### src/rxDmaCtrl_config.svh
`ifndef RX_DMA_CTRL_CONFIG_SVH
`define RX_DMA_CTRL_CONFIG_SVH

// Register word addresses
`define RX_REG_CTRL     2'd0
`define RX_REG_HEADPTR  2'd1
`define RX_REG_STATUS   2'd2
`define RX_REG_STATPTR  2'd3

// Control register bits
`define RX_CTRL_NEWTAIL_BIT  0
`define RX_CTRL_NEWHEAD_BIT  1
`define RX_CTRL_SOFTRST_BIT  2

// Status register flags, state field sits in bits 3 to 0
`define RX_STAT_ERR_BIT   4
`define RX_STAT_DEAD_BIT  5

// Low pointer bits that must be zero for a valid pointer
`define RX_PTR_ALIGN_BITS 2

`endif

### src/rxDmaPkg.sv
`default_nettype none

package rxDmaPkg;

  // Byte address for head, status and next descriptor pointers
  typedef logic [31:0] rxPtrT;

  // Register word address on the Wishbone side
  typedef logic [1:0] rxRegAddrT;

  // Wishbone data word
  typedef logic [31:0] rxDataT;

  // Channel state, one-hot
  // Also returned as the state field of the status register
  typedef enum logic [3:0] {
    HALTED  = 4'd1,
    PASSIVE = 4'd2,
    ACTIVE  = 4'd4,
    DEAD    = 4'd8
  } rxPcStateT;

  // List processor sequencer
  typedef enum logic {
    LP_IDLE      = 1'b0,
    LP_RECEIVING = 1'b1
  } rxLpStateT;

endpackage

`default_nettype wire

### src/rxDmaIf.sv
`timescale 1ns/1ps
`default_nettype none

//////////////////////////////////////////////////////////////////////
// Register block to channel control
//////////////////////////////////////////////////////////////////////
interface rxCsIf
  import rxDmaPkg::*;
();
  // Driven by the register block
  logic      newTail;
  logic      newHead;
  rxPtrT     headPtr;
  // Active low, one cycle wide
  logic      softRst_n;

  // Driven by the primary controller
  logic      rstNewTail;
  logic      rstNewHead;
  rxPtrT     statusPtr;
  logic      newHeadErr;
  logic      dmaDead;
  rxPcStateT pcState;

  modport csReg (
    output newTail, newHead, headPtr, softRst_n,
    input  rstNewTail, rstNewHead, statusPtr, newHeadErr, dmaDead, pcState
  );

  modport primCtrl (
    input  newTail, newHead, headPtr, softRst_n,
    output rstNewTail, rstNewHead, statusPtr, newHeadErr, dmaDead, pcState
  );

  // List processor only follows the channel state
  modport listProc (
    input pcState, softRst_n
  );
endinterface

//////////////////////////////////////////////////////////////////////
// List processor triggers into the primary controller
//////////////////////////////////////////////////////////////////////
interface rxTrigIf
  import rxDmaPkg::*;
();
  // All one-cycle pulses
  logic  trigActive;
  logic  trigPassive;
  logic  trigHalt;
  logic  trigDead;
  logic  updStaPtr;
  // Qualified by updStaPtr
  rxPtrT nxtDescPtr;

  modport lp (
    output trigActive, trigPassive, trigHalt, trigDead, updStaPtr, nxtDescPtr
  );

  modport pc (
    input trigActive, trigPassive, trigHalt, trigDead, updStaPtr, nxtDescPtr
  );
endinterface

`default_nettype wire

### src/rxCsReg.sv
`timescale 1ns/1ps
`default_nettype none

`include "rxDmaCtrl_config.svh"

module rxCsReg
  import rxDmaPkg::*;
(
  input  logic      macPIRxClk,
  input  logic      macPIRxClkHardRst_n,
  // Wishbone classic slave
  input  logic      wbCyc,
  input  logic      wbStb,
  input  logic      wbWe,
  input  rxRegAddrT wbAdr,
  input  rxDataT    wbDatIn,
  output rxDataT    wbDatOut,
  output logic      wbAck,
  // Interrupt towards the host
  output logic      irq,
  rxCsIf.csReg      cs
);

  // New transfer seen, ack not yet given
  logic   access;
  logic   wrEn;
  logic   ctrlWr;
  logic   newTailQ;
  logic   newHeadQ;
  rxPtrT  headPtrQ;
  // High for the cycle after a soft reset write
  logic   softRstQ;
  // Sticky, set by the dead pulse
  logic   deadFlagQ;
  rxDataT rdData;

  //////////////////////////////////////////////////////////////////////
  // Bus decode
  //////////////////////////////////////////////////////////////////////
  assign access = wbCyc && wbStb && !wbAck;
  assign wrEn   = access && wbWe;
  assign ctrlWr = wrEn && (wbAdr == `RX_REG_CTRL);

  // Single-cycle ack, no second ack while stb is held
  always_ff @(posedge macPIRxClk or negedge macPIRxClkHardRst_n)
  begin
    if (!macPIRxClkHardRst_n)
      wbAck <= 1'b0;
    else
      wbAck <= access;
  end

  // Read mux
  always_comb
  begin
    rdData = '0;
    case (wbAdr)
      `RX_REG_CTRL:
      begin
        // Soft reset bit clears itself, reads as zero
        rdData[`RX_CTRL_NEWTAIL_BIT] = newTailQ;
        rdData[`RX_CTRL_NEWHEAD_BIT] = newHeadQ;
      end
      `RX_REG_HEADPTR:
        rdData = headPtrQ;
      `RX_REG_STATUS:
      begin
        rdData[3:0]               = cs.pcState;
        rdData[`RX_STAT_ERR_BIT]  = cs.newHeadErr;
        rdData[`RX_STAT_DEAD_BIT] = deadFlagQ;
      end
      `RX_REG_STATPTR:
        rdData = cs.statusPtr;
    endcase
  end

  // Read data captured with the ack edge
  always_ff @(posedge macPIRxClk)
  begin
    if (access)
      wbDatOut <= rdData;
  end

  //////////////////////////////////////////////////////////////////////
  // Command bits
  //////////////////////////////////////////////////////////////////////
  // Write-1 sets, clear pulse or soft reset clears
  // A software set in the same cycle wins
  always_ff @(posedge macPIRxClk or negedge macPIRxClkHardRst_n)
  begin
    if (!macPIRxClkHardRst_n)
    begin
      newTailQ <= 1'b0;
      newHeadQ <= 1'b0;
    end
    else
    begin
      if (ctrlWr && wbDatIn[`RX_CTRL_NEWTAIL_BIT])
        newTailQ <= 1'b1;
      else if (cs.rstNewTail || softRstQ)
        newTailQ <= 1'b0;

      if (ctrlWr && wbDatIn[`RX_CTRL_NEWHEAD_BIT])
        newHeadQ <= 1'b1;
      else if (cs.rstNewHead || softRstQ)
        newHeadQ <= 1'b0;
    end
  end

  // Queue head pointer, kept across soft reset
  always_ff @(posedge macPIRxClk or negedge macPIRxClkHardRst_n)
  begin
    if (!macPIRxClkHardRst_n)
      headPtrQ <= '0;
    else if (wrEn && (wbAdr == `RX_REG_HEADPTR))
      headPtrQ <= wbDatIn;
  end

  //////////////////////////////////////////////////////////////////////
  // Soft reset and interrupt
  //////////////////////////////////////////////////////////////////////
  always_ff @(posedge macPIRxClk or negedge macPIRxClkHardRst_n)
  begin
    if (!macPIRxClkHardRst_n)
    begin
      softRstQ  <= 1'b0;
      deadFlagQ <= 1'b0;
    end
    else
    begin
      softRstQ <= ctrlWr && wbDatIn[`RX_CTRL_SOFTRST_BIT];
      if (softRstQ)
        deadFlagQ <= 1'b0;
      else if (cs.dmaDead)
        deadFlagQ <= 1'b1;
    end
  end

  // Level interrupt while any flag is pending
  assign irq = cs.newHeadErr || deadFlagQ;

  assign cs.newTail   = newTailQ;
  assign cs.newHead   = newHeadQ;
  assign cs.headPtr   = headPtrQ;
  assign cs.softRst_n = !softRstQ;

endmodule

`default_nettype wire

### src/rxPrimCtrl.sv
`timescale 1ns/1ps
`default_nettype none

`include "rxDmaCtrl_config.svh"

module rxPrimCtrl
  import rxDmaPkg::*;
(
  input  logic    macPIRxClk,
  input  logic    macPIRxClkHardRst_n,
  rxCsIf.primCtrl cs,
  rxTrigIf.pc     trig
);

  rxPcStateT state;
  rxPcStateT nextState;
  logic      headPtrValid;
  // New head taken in HALTED with a good pointer
  logic      acceptHead;
  // New head in HALTED with a bad pointer and no tail pending
  logic      badHead;
  rxPtrT     statusPtrQ;
  logic      newHeadErrQ;
  logic      dmaDeadQ;

  // Aligned and non-zero
  assign headPtrValid = (cs.headPtr[`RX_PTR_ALIGN_BITS-1:0] == '0) &&
                        (cs.headPtr != '0);

  assign acceptHead = (state == HALTED) && cs.newHead && headPtrValid;
  // newTail has priority in HALTED, so no error while it is pending
  assign badHead    = (state == HALTED) && cs.newHead && !headPtrValid && !cs.newTail;

  //////////////////////////////////////////////////////////////////////
  // Channel FSM
  //////////////////////////////////////////////////////////////////////
  always_comb
  begin
    nextState = state;
    case (state)
      HALTED:
      begin
        // Software has chained descriptors
        if (cs.newTail || acceptHead)
          nextState = PASSIVE;
        else if (badHead)
          nextState = DEAD;
      end
      PASSIVE:
      begin
        // New head restarts from HALTED to reload the pointer
        if (cs.newHead)
          nextState = HALTED;
        else if (trig.trigActive)
          nextState = ACTIVE;
      end
      ACTIVE:
      begin
        if (trig.trigDead)
          nextState = DEAD;
        else if (trig.trigHalt || (trig.updStaPtr && cs.newHead))
          nextState = HALTED;
        else if (trig.trigPassive)
          nextState = PASSIVE;
      end
      DEAD:
        // Left only through soft reset
        nextState = DEAD;
      default:
        nextState = HALTED;
    endcase
  end

  always_ff @(posedge macPIRxClk or negedge macPIRxClkHardRst_n)
  begin
    if (!macPIRxClkHardRst_n)
      state <= HALTED;
    else if (!cs.softRst_n)
      state <= HALTED;
    else
      state <= nextState;
  end

  //////////////////////////////////////////////////////////////////////
  // Status pointer and error flags
  //////////////////////////////////////////////////////////////////////
  // Head pointer on a new queue, next descriptor after each frame
  always_ff @(posedge macPIRxClk or negedge macPIRxClkHardRst_n)
  begin
    if (!macPIRxClkHardRst_n)
      statusPtrQ <= '0;
    else if (!cs.softRst_n)
      statusPtrQ <= '0;
    else if (acceptHead)
      statusPtrQ <= cs.headPtr;
    else if ((state == ACTIVE) && trig.updStaPtr)
      statusPtrQ <= trig.nxtDescPtr;
  end

  always_ff @(posedge macPIRxClk or negedge macPIRxClkHardRst_n)
  begin
    if (!macPIRxClkHardRst_n)
    begin
      newHeadErrQ <= 1'b0;
      dmaDeadQ    <= 1'b0;
    end
    else if (!cs.softRst_n)
    begin
      newHeadErrQ <= 1'b0;
      dmaDeadQ    <= 1'b0;
    end
    else
    begin
      // Sticky until soft reset
      if (badHead)
        newHeadErrQ <= 1'b1;
      // Pulse on each entry into DEAD
      dmaDeadQ <= badHead || ((state == ACTIVE) && trig.trigDead);
    end
  end

  // Bit clears, tail in ACTIVE only once the pointer has moved on
  assign cs.rstNewTail = cs.newTail &&
                         ((state == HALTED) || (state == PASSIVE) ||
                          ((state == ACTIVE) && trig.updStaPtr));
  assign cs.rstNewHead = acceptHead;

  assign cs.statusPtr  = statusPtrQ;
  assign cs.newHeadErr = newHeadErrQ;
  assign cs.dmaDead    = dmaDeadQ;
  assign cs.pcState    = state;

endmodule

`default_nettype wire

### src/rxListProc.sv
`timescale 1ns/1ps
`default_nettype none

`include "rxDmaCtrl_config.svh"

module rxListProc
  import rxDmaPkg::*;
(
  input  logic    macPIRxClk,
  input  logic    macPIRxClkHardRst_n,
  // Frame side
  input  logic    rxFrameReq,
  input  logic    rxFrameDone,
  input  logic    rxBusErr,
  input  rxPtrT   descNxtPtr,
  output logic    rxFrameAck,
  rxCsIf.listProc cs,
  rxTrigIf.lp     trig
);

  rxLpStateT lpState;
  logic      nxtPtrValid;
  // Channel left ACTIVE, ignoring the cycle right after trigActive
  logic      lostActive;

  assign nxtPtrValid = (descNxtPtr[`RX_PTR_ALIGN_BITS-1:0] == '0) &&
                       (descNxtPtr != '0);

  assign lostActive = (cs.pcState != ACTIVE) && !trig.trigActive;

  //////////////////////////////////////////////////////////////////////
  // Frame sequencer
  //////////////////////////////////////////////////////////////////////
  always_ff @(posedge macPIRxClk or negedge macPIRxClkHardRst_n)
  begin
    if (!macPIRxClkHardRst_n)
    begin
      lpState          <= LP_IDLE;
      rxFrameAck       <= 1'b0;
      trig.trigActive  <= 1'b0;
      trig.trigPassive <= 1'b0;
      trig.trigHalt    <= 1'b0;
      trig.trigDead    <= 1'b0;
      trig.updStaPtr   <= 1'b0;
    end
    else
    begin
      // Pulses by default
      rxFrameAck       <= 1'b0;
      trig.trigActive  <= 1'b0;
      trig.trigPassive <= 1'b0;
      trig.trigHalt    <= 1'b0;
      trig.trigDead    <= 1'b0;
      trig.updStaPtr   <= 1'b0;
      if (!cs.softRst_n)
        lpState <= LP_IDLE;
      else
      begin
        case (lpState)
          LP_IDLE:
          begin
            // Requests outside PASSIVE wait
            if (rxFrameReq && (cs.pcState == PASSIVE))
            begin
              rxFrameAck      <= 1'b1;
              trig.trigActive <= 1'b1;
              lpState         <= LP_RECEIVING;
            end
          end
          LP_RECEIVING:
          begin
            if (lostActive)
              lpState <= LP_IDLE;
            else if (rxBusErr)
            begin
              trig.trigDead <= 1'b1;
              lpState       <= LP_IDLE;
            end
            else if (rxFrameDone)
            begin
              // Good pointer continues the list, a bad one halts
              trig.updStaPtr   <= nxtPtrValid;
              trig.trigPassive <= nxtPtrValid;
              trig.trigHalt    <= !nxtPtrValid;
              lpState          <= LP_IDLE;
            end
          end
          default:
            lpState <= LP_IDLE;
        endcase
      end
    end
  end

  // Next pointer travels alongside updStaPtr
  always_ff @(posedge macPIRxClk)
  begin
    if (rxFrameDone)
      trig.nxtDescPtr <= descNxtPtr;
  end

endmodule

`default_nettype wire

### src/rxDmaCtrl.sv
`timescale 1ns/1ps
`default_nettype none

module rxDmaCtrl
  import rxDmaPkg::*;
(
  input  logic      macPIRxClk,
  input  logic      macPIRxClkHardRst_n,
  // Wishbone classic slave
  input  logic      wbCyc,
  input  logic      wbStb,
  input  logic      wbWe,
  input  rxRegAddrT wbAdr,
  input  rxDataT    wbDatIn,
  output rxDataT    wbDatOut,
  output logic      wbAck,
  // Frame side
  input  logic      rxFrameReq,
  output logic      rxFrameAck,
  input  logic      rxFrameDone,
  input  rxPtrT     descNxtPtr,
  input  logic      rxBusErr,
  // Interrupt
  output logic      rxDmaIrq
);

  rxCsIf   csIf ();
  rxTrigIf trigIf ();

  // Software registers
  rxCsReg uCsReg (
    .macPIRxClk          (macPIRxClk),
    .macPIRxClkHardRst_n (macPIRxClkHardRst_n),
    .wbCyc               (wbCyc),
    .wbStb               (wbStb),
    .wbWe                (wbWe),
    .wbAdr               (wbAdr),
    .wbDatIn             (wbDatIn),
    .wbDatOut            (wbDatOut),
    .wbAck               (wbAck),
    .irq                 (rxDmaIrq),
    .cs                  (csIf.csReg)
  );

  // Channel state
  rxPrimCtrl uPrimCtrl (
    .macPIRxClk          (macPIRxClk),
    .macPIRxClkHardRst_n (macPIRxClkHardRst_n),
    .cs                  (csIf.primCtrl),
    .trig                (trigIf.pc)
  );

  // Frame events to triggers
  rxListProc uListProc (
    .macPIRxClk          (macPIRxClk),
    .macPIRxClkHardRst_n (macPIRxClkHardRst_n),
    .rxFrameReq          (rxFrameReq),
    .rxFrameDone         (rxFrameDone),
    .rxBusErr            (rxBusErr),
    .descNxtPtr          (descNxtPtr),
    .rxFrameAck          (rxFrameAck),
    .cs                  (csIf.listProc),
    .trig                (trigIf.lp)
  );

endmodule

`default_nettype wire

### config.mk
export PLATFORM = sky130hd
export DESIGN_NAME = rxDmaCtrl
export DESIGN_NICKNAME = d
export VERILOG_FILES = /design/src/rxDmaPkg.sv /design/src/rxDmaIf.sv /design/src/rxCsReg.sv /design/src/rxPrimCtrl.sv /design/src/rxListProc.sv /design/src/rxDmaCtrl.sv
export VERILOG_INCLUDE_DIRS = /design/src /design/src/src
export SDC_FILE = /design/constraint.sdc
export NUM_CORES = 1
export LEC_CHECK = 0
export ABC_CLOCK_PERIOD_IN_PS = 7450
export BUFFER_PORTS_ARGS = -buffer_cell sky130_fd_sc_hd__buf_2
export CAP_MARGIN = 15
export CORE_MARGIN = 2
export CORE_UTILIZATION = 40
export CTS_CLUSTER_SIZE = 40
export DETAILED_ROUTE_END_ITERATION = 8
export PLACE_DENSITY = 0.61
export SLEW_MARGIN = 20
export SYNTH_ARGS = -nofsm -noshare
export SYNTH_HDL_FRONTEND = slang
export SYNTH_SLANG_ARGS = --single-unit
### constraint.sdc
create_clock -name macPIRxClk -period 7.45 [get_ports macPIRxClk]
set_input_delay 1.49 -clock macPIRxClk [delete_from_list [all_inputs] [get_ports macPIRxClk]]
set_output_delay 1.49 -clock macPIRxClk [all_outputs]
set_load 0.01 [all_outputs]
Word level (Yosys, flattened, before mapping). Index checks and enable logic that the tools add are counted.

Equality and inequality tests: 11. Mux-type cells: 46. Bitwise gates (word level): 1. Reductions and logical operators: 44.

Operators by type and width (number): $mux 32 (3); $reduce_bool 32->1 (2); $pmux 26 s2 (1); $mux 4 (8); $mux 1 (30); $logic_and 1x1->1 (20); $pmux 4 s4 (1); $ne 4x3->1 const B (3); $pmux 4 s3 (1); $logic_or 1x1->1 (8); $pmux 2 s4 (1); $reduce_bool 2->1 (4); $logic_not 2->1 (3); $logic_not 1->1 (5); $ne 5x2->1 const B (1); $eq 2x2->1 const B (2); $eq 4x1->1 const B (1); $eq 4x2->1 const B (1); $eq 4x3->1 const B (1); $eq 4x4->1 const B (1); $reduce_and 3->1 (1); $reduce_bool 3->1 (1); $eq 2x1->1 const B (1); $pmux 1 s2 (1); $not 1->1 (1).

Register bits after elaboration: 144. Bits of input ports: 74. Output and inout port bits: 35. Word-level logic and storage cells: 119.

Logic depth before layout (Yosys ltp). Gate-level depths: netlist of run 1.

Depth in word-level cells: 9. Gate-level depth with buffers: 6. Mapped depth without buffers: 5.

Modules after synthesis. From an unflattened synthesis of run 1, not the netlist that was laid out.

Cell total of the unflattened synthesis: 488. Area total of the unflattened synthesis: 6531.3 sq um.

By module, submodules not included: rxCsReg (instances 1, cells each 188, area an instance 3124.2 sq um, seq. area each 1886.8 sq um); rxPrimCtrl (instances 1, cells each 237, area an instance 2152.1 sq um, seq. area each 952.2 sq um); rxListProc (instances 1, cells each 63, area an instance 1255.0 sq um, seq. area each 1086.0 sq um).

Least setup slack after synthesis of run 1. Ideal clock, no wire load.

Kind: in2reg. From: input wbCyc. To: register uCsReg.headPtrQ[10] (netlist: uCsReg.cs.headPtr[10]). Library setup time: 0.125 ns. Arrival time: 3.999 ns. Required time: 7.325 ns. Slack: 3.327 ns. Cell stages on the path: 5. Buffers on the path: 1. Cells stage by stage: nand2_1 -> nor2_1 -> nand4b_1 -> clkbuf_1 -> mux2_2.

Longest elaborated chain between the ends: 4.

Ends and longest elaborated chain: start: declaration (RTL line rxDmaCtrl.sv:10) `input logic wbCyc,`; $logic_and 1x1->1 (2 in a row) (RTL line rxCsReg.sv:40) `assign access = wbCyc && wbStb && !wbAck;`; net uCsReg.access (RTL line rxCsReg.sv:25) `logic access;`; $logic_and 1x1->1 (RTL line rxCsReg.sv:41) `assign wrEn = access && wbWe;`; $logic_and 1x1->1 (RTL line rxCsReg.sv:115) `` else if (wrEn && (wbAdr == `RX_REG_HEADPTR)) ``; end signal: assignment (RTL line rxCsReg.sv:116) `headPtrQ <= wbDatIn;`; end: declaration (RTL line rxCsReg.sv:30) `rxPtrT headPtrQ;`.

The timed path passes the listed nets, and every way through them passes these cells. A chain may end at the register's enable or synchronous reset.

Worst setup path in the final report of run 1.
From: input wbAdr[1]. To: register uCsReg.headPtrQ[22] (netlist: uCsReg.cs.headPtr[22]).

Longest elaborated chain between the ends: 2.

Ends and longest elaborated chain: start: declaration (RTL line rxDmaCtrl.sv:13) `input rxRegAddrT wbAdr,`; $eq 2x1->1 (no line); $logic_and 1x1->1 (RTL line rxCsReg.sv:115).

No other way between the ends.

==> results of run 1 <==
==> power groups by stage <==
stage,clock network (W),logic (W),registers (W)
5_1_grt,0.000848,0.000531,0.00116
4_1_cts,0.000814,0.000486,0.00114
3_5_place_dp,0,0.000482,0.00115
6_report,0.000799,0.000481,0.00114
2_1_floorplan,0,0.000374,0.00111
3_3_place_gp,0,0.000466,0.00115
==> per-layer routing <==
layer  vias up  share of wire, %
met5         -                 0
met4         0               2.3
met3        17               4.7
met2       117                48
met1      2137                45
li1       2002                 -
==> state kept, by name (all words and copies together) (netlist names), 4 cells and up <==
| register | cells |
|---|---|
| uCsReg.cs.headPtr | 32 |
| uCsReg.wbDatOut | 32 |
| uListProc.trig.nxtDescPtr | 32 |
| uPrimCtrl.cs.statusPtr | 32 |
| uPrimCtrl.cs.pcState | 4 |
==> layout make-up <==
type                    instances  share of cell area [%]
clock buffers                  25                    6.45
clock inverters                 7                   0.782
inverters                       4                   0.195
multi-input cells             304                    30.1
flip-flops and latches        144                    51.1
well taps                     216                    3.52
repair buffers                116                    7.90
==> cells by family (layout without fill, tap and decap cells) <==
logic type,count (synthesis),in the layout,synth area share [%]
AO/OA/AOI/OAI,53,53,9.62
XOR/XNOR,1,1,0.137
buffers and inverters,36,152,2.84
flip-flops,144,144,61.4
multiplexers,64,64,11.1
AND/OR/NAND/NOR,186,186,14.9
==> worst max-delay path, delay by kind of cell <==
kind / cells / cell delay, ns
buffers and inverters: 2 / 1.21
and+or+nand+nor: 1 / 0.53
muxes: 1 / 0.38
==> cells in the mapped netlist, types with 2 or more instances <==
| master | count |
|---|---|
| edfxtp_1 | 64 |
| nor2b_1 | 29 |
| nand4b_1 | 2 |
| nor4_1 | 15 |
| mux2_2 | 36 |
| nand2b_1 | 3 |
| a21oi_1 | 7 |
| dfrtp_1 | 79 |
| mux4_2 | 2 |
| nor4b_1 | 3 |
| nand4_1 | 4 |
| a311oi_2 | 30 |
| buf_6 | 6 |
| or3_1 | 2 |
| inv_1 | 4 |
| buf_1 | 4 |
| mux2i_1 | 26 |
| o21ai_0 | 4 |
| clkbuf_1 | 21 |
| nor2_1 | 43 |
| nand2_1 | 42 |
| nand3_1 | 33 |
| nor3b_1 | 2 |
| a22o_1 | 4 |
==> worst paths after layout <==
check	from	to	cells past startpoint
setup reg to reg	uCsReg.cs.headPtr[19]	uPrimCtrl.cs.statusPtr[29]	6
hold / removal	uListProc.lpState	uListProc.trig.trigActive	1
hold reg to reg	uListProc.lpState	uListProc.trig.trigActive	1
min in group asynchronous	macPIRxClkHardRst_n	uListProc.lpState	1
max in group asynchronous	macPIRxClkHardRst_n	uCsReg.softRstQ	1
setup / recovery	wbAdr[1]	uCsReg.cs.headPtr[22]	4
==> cell usage in the layout, fill, tap and decap left out, types with 3 or more instances in the layout <==
cell	synthesis	layout
nand2_1	42	42
clkbuf_8	0	4
a21oi_1	7	7
buf_4	0	8
mux2_2	36	36
nor2b_1	29	29
nor2_1	43	42
a22o_1	4	4
buf_2	1	107
clkinv_2	0	6
nand2b_1	3	3
nor4_1	15	15
dfrtp_1	79	78
o21ai_0	4	4
inv_1	4	4
edfxtp_1	64	64
nand3_1	33	33
nand4_1	4	4
mux2i_1	26	26
clkbuf_1	21	4
clkbuf_16	0	17
a311oi_2	30	30
==> through the flow <==
stage               hold WS [ns]  instances  setup slack (ns)
finish                     0.468        816              4.09
floorplan                  0.410        484              3.33
global placement           0.421        784              3.72
global route               0.471        816              3.98
detailed placement         0.447        784              3.66
CTS                        0.458        816              4.10
==> flow_summary.json, run 1 <==
{
  "hold_viol": 0,
  "power.sequential.fraction_pct": 47.1,
  "ir_drop_mv": 0.153,
  "p_switching_w": 0.000654,
  "clk-insertion-delay-late_ns": 0.42,
  "clk_path_buf_depth": 2,
  "hp-class": "register to register",
  "multi_input_area_mm2": 0.00231,
  "ys_top_cells_by_area": "dfrtp_1 (31%), edfxtp_1 (30%), a311oi_2 (7.0%)",
  "postSynthCellCount": 484,
  "crit_fanout": 35,
  "fill_cells": 1452,
  "start_util_pct": 40.6,
  "synthFlopType": "dfrtp_1",
  "slew_violations": 0,
  "cts_tree": "built",
  "switching_share_pct": 27.0,
  "p_clk_share_pct": 33.0,
  "postCtsSetupRepairBufs": 0,
  "arrival_ns": 3.66,
  "holdBufCountCts": 0,
  "coreArea_mm2": 0.0158,
  "internal-power_w": 0.00177,
  "path_cells": "buf_2, nand4b_1, buf_4, mux2_2",
  "vias": 4273,
  "cts_buffers": 17,
  "drc": 0,
  "ctsResizeCount": 0,
  "grt.overflow.total": 0,
  "hpwl_um": 10600,
  "seq_area_mm2": 0.00393,
  "syn2layout_area_growth_pct": 20.1,
  "grt_pass1_vias": 4382,
  "powerDensity_mw_per_mm2": 315,
  "synth.top_cell.area_share_pct": 30.9,
  "avgRoutedWirePerCell_um": 19.1,
  "seq_area_frac_synth_pct": 61.4,
  "die_area_mm2": 0.0170,
  "crit_slowest_cell": "buf_2",
  "cpPeakStageDelay_ns": 0.77,
  "r2r_slack_ns": 4.43,
  "run_status": "finished, final reports clean",
  "grtUsageTotal_pct": 19.4,
  "die_y_um": 130,
  "rsz0062_at_grt": "no",
  "drtPass1Iterations": 4,
  "finalCoreUtilization_pct": 48.7,
  "grt_pass1_wl_um": 24400,
  "fmaxAchievable_ghz": 0.297,
  "die_x_um": 130,
  "synth_edf_count": 64,
  "vias_per_cell": 5.24,
  "ant_nets": 0,
  "drv_cap": 0,
  "io_buffers": 108,
  "total_power_w": 0.00242,
  "use_met1_pct": 26.2,
  "avgSynthCellArea_um2": 13.2,
  "fin_crit_sh_pct": 45.1,
  "cp.required_ns": 7.75,
  "max-slew-margin-rel_pct": 30.6,
  "num_rows": 46,
  "setup_viol": 0,
  "drtIter0Drc": 302,
  "fin_skew_ns": 0.00667,
  "met3_usage_pct": 3.46,
  "p_comb_share_pct": 19.9,
  "fin_setup_tns_ns": 0,
  "root_buffer": "clkbuf_16",
  "cts_max_level": 4,
  "cts_num_sinks": 144,
  "synth_largest_area_cell": "dfrtp_1",
  "leakage_nw": 3.23,
  "io-pin-count": 109,
  "yosysWarnings": 0,
  "critPathCaptureType": "register",
  "antenna_found_initial": 0,
  "ys_ff_latch": 144,
  "synthArstFlopShare_pct": 55.6,
  "path_class": "input pin to register",
  "grt-busiest-layer": "met2",
  "fin_area_mm2": 0.00768,
  "place.gp.congestion": 0.854,
  "syn_area_mm2": 0.00640,
  "diodes": 0,
  "placed_area_mm2": 0.00713,
  "layout-drive-gt1-share_pct": 37.2,
  "gr-usage-met2_pct": 31.0,
  "tightest_slew_ns": 1.04,
  "syn-num-nets": 558,
  "ys_types": 43,
  "cts.reportedPaths.clkPinSlew_ns": 0.06,
  "layout.nets": 661,
  "postRouteWirelength_um": 15600,
  "fin_crit_ns": 3.36,
  "grt_max_degree": 81,
  "start_kind": "input pin"
}
No activity file was read; power rests on OpenSTA's default activity.
==> inputs of run 2 (changes only) <==
- ABC_CLOCK_PERIOD_IN_PS: 7450 -> 3400
- clock period: 7.45 -> 3.4 ns (I/O delays scaled with it)
==> run 2 against run 1 <==
  * Cell area up 0.55%
  * Flip-flop and latch count unchanged
  * Combinational power up 120%
  * Critical path depth up 2
  * Global-route usage up 0.062 points
  * Clock-buffer cell count down 6
  * Cell count up 0.12%
  * Sequential power up 120%
  * Largest cell class unchanged
  * Highest routed layer unchanged
==> flow_summary.json, run 2 (same netlist as run 1, synthesis figures left out) <==
{
  "run_status": "finished, final reports clean",
  "leakage_nw": 3.23,
  "grt_pass1_vias": 4376,
  "total_power_w": 0.00540,
  "die_y_um": 130,
  "vias": 4368,
  "ir_drop_mv": 0.365,
  "regToRegStartpoint": "uCsReg.cs.headPtr[18]",
  "grtUsageTotal_pct": 19.4,
  "setup_viol": 0,
  "cts_max_level": 4,
  "die_area_mm2": 0.0170,
  "fin_setup_tns_ns": 0,
  "path_cells": "nor4_1, nand4_1, o21ai_4, buf_4, nor2_1, a311oi_2",
  "cts.reportedPaths.clkPinSlew_ns": 0.06,
  "coreArea_mm2": 0.0158,
  "path_class": "register to register",
  "io-pin-count": 109,
  "max-slew-margin-rel_pct": 36.0,
  "crit_slowest_cell": "nor4_1",
  "cp.required_ns": 3.73,
  "vias_per_cell": 5.35,
  "start_kind": "register",
  "multi_input_area_mm2": 0.00231,
  "ant_nets": 0,
  "r2r_slack_ns": 1.12,
  "postRouteWirelength_um": 15700,
  "drc": 0,
  "start_util_pct": 40.6,
  "fin_skew_ns": 0.00981,
  "drtPass1Iterations": 4,
  "powerDensity_mw_per_mm2": 699,
  "diodes": 0,
  "root_buffer": "clkbuf_16",
  "cts_num_sinks": 144,
  "reg2reg_depth": 6,
  "layout-drive-gt1-share_pct": 37.8,
  "cts_tree": "built",
  "slew_violations": 0,
  "hp-class": "input pin to async pin",
  "arrival_ns": 2.60,
  "clk-insertion-delay-late_ns": 0.43,
  "path_delay_family": "simple AND/OR/NAND/NOR gates",
  "place.gp.congestion": 0.878,
  "ctsResizeCount": 0,
  "die_x_um": 130,
  "regToRegEndpoint": "uPrimCtrl.cs.statusPtr[20]",
  "drv_cap": 0,
  "cp-startpoint": "uCsReg.cs.headPtr[18]",
  "holdBufCountCts": 0,
  "postCtsSetupRepairBufs": 0,
  "grt_pass1_wl_um": 24600,
  "avgRoutedWirePerCell_um": 19.2,
  "dp_cells": 785,
  "cts_buffers": 17,
  "clk_path_buf_depth": 2,
  "hold_viol": 0,
  "fill_cells": 1439,
  "fmaxAchievable_ghz": 0.440,
  "layout_commonest_cell": "buf_2",
  "hpwl_um": 10300,
  "drtIter0Drc": 353,
  "io_buffers": 108,
  "grt.overflow.total": 0,
  "fin_crit_sh_pct": 66.9,
  "num_rows": 46,
  "layout.nets": 662,
  "fin_crit_ns": 2.28,
  "cpPeakStageDelay_ns": 0.52,
  "antenna_found_initial": 0,
  "seq_area_mm2": 0.00393,
  "tightest_slew_ns": 0.958,
  "syn2layout_area_growth_pct": 20.8,
  "final_cell_mix": "buf_2 (107), dfrtp_1 (78), edfxtp_1 (64)",
  "crit_fanout": 34,
  "critPathCaptureType": "register",
  "grt_max_degree": 81,
  "fin_cells": 817,
  "critPathBufInv": 1,
  "rsz0062_at_grt": "no"
}
[run 2: worst max path at each step]
stage	cells past startpoint	slack (ns)	to
2_1_floorplan	5	0.09	uCsReg.cs.headPtr[10]
3_3_place_gp	4	0.98	uCsReg.cs.headPtr[13]
6_report	6	1.12	uPrimCtrl.cs.statusPtr[20]
5_1_grt	6	0.98	uPrimCtrl.cs.statusPtr[26]
4_1_cts	6	1.11	uPrimCtrl.cs.statusPtr[20]
3_5_place_dp	4	0.96	uCsReg.cs.headPtr[27]
[run 2: layer usage]
metal / vias up / wire length (µm) / GRT usage (%)
li1: 2005 / - / -
met1: 2201 / 7030 / 27.0
met2: 139 / 7560 / 30.4
met3: 23 / 785 / 4.03
met4: 0 / 298 / 7.26
met5: - / 0 / 0
[run 2: final cells by class]
cell class / instances / share of cell area [%]
Timing Repair Buffer: 117 / 7.95
Inverter: 4 / 0.194
Clock inverter: 13 / 1.78
Multi-Input combinational cell: 304 / 29.9
Clock buffer: 19 / 5.86
Tap cell: 216 / 3.50
Sequential cell: 144 / 50.8
[run 2: power breakdown]
part / leakage, nW / switching (W) / internal, W
Combinational: 1.35 / 0.000487 / 0.000575
Sequential: 1.61 / 0.000270 / 0.00222
Clock: 0.275 / 0.000734 / 0.00112
[run 2: per-stage QoR]
stage / util, % / setup slack [ns] / cell area [µm²] / hold WS (ns)
6_report: 49.0 / 1.12 / 7730 / 0.300
5_1_grt: 49.0 / 0.980 / 7730 / 0.365
4_1_cts: 49.0 / 1.11 / 7720 / 0.427
3_5_place_dp: 45.2 / 0.956 / 7130 / 0.421
3_3_place_gp: 45.2 / 0.980 / 7130 / 0.429
2_1_floorplan: - / 0.0866 / 6400 / 0.384
==> inputs of run 3 (changes only) <==
- ABC_AREA: default -> 1
- ABC_CLOCK_PERIOD_IN_PS: 3400 -> 2200
- clock period: 3.4 -> 2.2 ns (I/O delays scaled with it)
==> run 3 against run 2 <==
  * Cell count up 13%
  * Area after synthesis decreased by 3.6%
  * Combinational power grew 39%
  * Non-clock buffer count is 8 higher
  * Setup slack worse by 0.95 ns
  * Largest cell class unchanged
==> flow_summary.json, run 3 <==
{
  "drc": 0,
  "switching_share_pct": 27.2,
  "hpwl_um": 10400,
  "multi_input_area_mm2": 0.00177,
  "die_x_um": 128,
  "synth_top_family_by_area": "simple AND/OR/NAND/NOR gates",
  "r2r_slack_ns": 0.17,
  "die_area_mm2": 0.0164,
  "start_kind": "register",
  "postRouteWirelength_um": 14600,
  "synth_edf_count": 64,
  "layout-drive-gt1-share_pct": 27.5,
  "fin_crit_ns": 2.03,
  "cp.required_ns": 2.55,
  "avgSynthCellArea_um2": 10.3,
  "synth_fa_ha_area_share_pct": 0,
  "synthFlopType": "dfrtp_1",
  "avgRoutedWirePerCell_um": 15.8,
  "ys_ff_latch": 144,
  "io-pin-count": 109,
  "ys_top_cells_by_area": "dfrtp_1 (32%), edfxtp_1 (31%), nand2_1 (7.2%)",
  "p_clk_share_pct": 35.4,
  "internal-power_w": 0.00566,
  "regToRegEndpoint": "uPrimCtrl.cs.statusPtr[10]",
  "synth_xor_area_share_pct": 0,
  "run_status": "finished, final reports clean",
  "root_buffer": "clkbuf_16",
  "drtPass1Iterations": 5,
  "cts_num_sinks": 144,
  "layout.nets": 793,
  "fmaxAchievable_ghz": 0.493,
  "cts_buffers": 17,
  "diodes": 0,
  "path_class": "register to register",
  "critPathCaptureType": "register",
  "slew_violations": 0,
  "start_util_pct": 40.7,
  "leakage_nw": 3.47,
  "cts.reportedPaths.clkPinSlew_ns": 0.06,
  "seq_area_frac_synth_pct": 63.6,
  "vias": 4650,
  "hold_viol": 0,
  "cp-endpoint": "uPrimCtrl.cs.statusPtr[10]",
  "regToRegStartpoint": "uPrimCtrl.cs.pcState[0]",
  "postCtsSetupRepairBufs": 0,
  "fin_skew_ns": 0.0115,
  "postSynthCellCount": 600,
  "synth_most_common_cell": "nand2_1",
  "grt.overflow.total": 0,
  "cts_tree": "built",
  "cp-startpoint": "uPrimCtrl.cs.pcState[0]",
  "yosysWarnings": 0,
  "fill_cells": 1404,
  "holdWs_ns": 0.204,
  "p_comb_share_pct": 18.9,
  "ant_nets": 0,
  "setup_viol": 0,
  "synth-simple-area-share_pct": 14.7,
  "ir_drop_mv": 0.602,
  "seq_area_mm2": 0.00393,
  "max-slew-margin-rel_pct": 67.4,
  "syn-num-nets": 674,
  "ys_types": 33,
  "coreArea_mm2": 0.0151,
  "rsz0062_at_grt": "no",
  "die_y_um": 128,
  "grt_pass1_wl_um": 23300,
  "tightest_slew_ns": 0.490,
  "place.gp.congestion": 0.846,
  "cts_max_level": 4,
  "crit_fanout": 30,
  "drv_cap": 0,
  "p_switching_w": 0.00212,
  "clk-insertion-delay-late_ns": 0.43,
  "power.sequential.fraction_pct": 45.7,
  "layout_commonest_cell": "nand2_1",
  "crit_slowest_cell": "dfstp_2",
  "synth.top_cell.area_share_pct": 32.0,
  "synthArstFlopShare_pct": 55.6,
  "synth_mux_area_share_pct": 0.548,
  "hp-class": "input pin to register",
  "path_cells": "inv_2, nor2_2, nand2_2, nor2_4, nand3_4, a21oi_4, buf_4, nand2_1, o21ai_2",
  "cpPeakStageDelay_ns": 0.56,
  "grtUsageTotal_pct": 18.6,
  "final_cell_mix": "nand2_1 (119), buf_2 (107), dfrtp_1 (79)",
  "io_buffers": 108,
  "fin_setup_tns_ns": 0,
  "clk_path_buf_depth": 2,
  "arrival_ns": 2.38,
  "vias_per_cell": 5.05,
  "antenna_found_initial": 0,
  "syn2layout_area_growth_pct": 22.2,
  "grt_max_degree": 41,
  "syn_area_mm2": 0.00617,
  "grt_pass1_vias": 4610,
  "synth_compound_area_share_pct": 13.4,
  "powerDensity_mw_per_mm2": 1030,
  "num_rows": 45,
  "synthTopCellsByCount": "nand2_1 (119), dfrtp_1 (79), inv_1 (78), edfxtp_1 (64), nor2_1 (56)",
  "synth_largest_area_cell": "dfrtp_1",
  "fin_crit_sh_pct": 92.2,
  "drtIter0Drc": 263,
  "reg2reg_depth": 9
}
## run 3: power by group through the flow
stage               clock [W]  combinational [W]  sequential, W
floorplan                   0            0.00103        0.00358
global placement            0            0.00142        0.00360
detailed placement          0            0.00147        0.00360
CTS                   0.00279            0.00148        0.00356
global route          0.00291            0.00167        0.00360
finish                0.00275            0.00147        0.00356
## run 3: timing repair
| item | 4_1_cts | 5_1_grt |
|---|---|---|
| resized for setup | 0 | 0 |
| hold buffers | 1 | 0 |
| endpoints found under the hold margin | 24 | 0 |
## run 3: layout make-up
class / count / share of cell area [%]
tap: 188 / 3.12
multi-input combinational: 345 / 23.5
clock inverter: 7 / 1.13
timing repair buffer: 125 / 9.59
sequential: 144 / 52.1
clock buffer: 25 / 6.31
inverter: 86 / 4.28
## run 3: cell families after synthesis
kind of cell | Yosys count
flip-flops | 144
multiplexers | 3
AND/OR/NAND/NOR | 212
AO/OA/AOI/OAI | 130
buffers and inverters | 111
## run 3: worst min-delay path by stage
stage                                   start                       endpoint  cells past startpoint
after detailed placement  macPIRxClkHardRst_n     uListProc.trig.trigPassive                      1
final                          descNxtPtr[29]  uListProc.trig.nxtDescPtr[29]                      1
after global routing            descNxtPtr[9]   uListProc.trig.nxtDescPtr[9]                      1
after floorplan           macPIRxClkHardRst_n           uCsReg.cs.headPtr[0]                      0
after CTS                       descNxtPtr[3]   uListProc.trig.nxtDescPtr[3]                      1
after global placement    macPIRxClkHardRst_n     uListProc.trig.trigPassive                      1
## run 3: per-layer routing
metal | GRT usage (%) | share of wire, % | vias up
met5 | 0 | 0 | -
met4 | 6.33 | 1.6 | 0
met3 | 4.80 | 5.9 | 20
met2 | 28.8 | 46 | 162
met1 | 25.6 | 46 | 2224
li1 | - | - | 2244
## run 3: stage by stage
| step | cells | power [W] | util, % | cell area (µm²) | worst slack, ns |
|---|---|---|---|---|---|
| final | 920 | 0.00777 | 49.8 | 7540 | 0.171 |
| after global routing | 920 | 0.00818 | 49.8 | 7540 | 0.0150 |
| after CTS | 920 | 0.00783 | 49.8 | 7540 | 0.196 |
| after floorplan | 600 | 0.00461 | - | 6180 | 0.297 |
| after detailed placement | 887 | 0.00508 | 46.0 | 6970 | 0.212 |
| after global placement | 887 | 0.00501 | 46.0 | 6970 | 0.305 |
## run 3: critical path: cells and delay by family, from the launching register on
family | cells | cell delay, ns
AO/OA/AOI/OAI | 2 | 0.27
AND/OR/NAND/NOR | 5 | 0.71
buffers and inverters | 2 | 0.40
flip-flops | 1 | 0.56
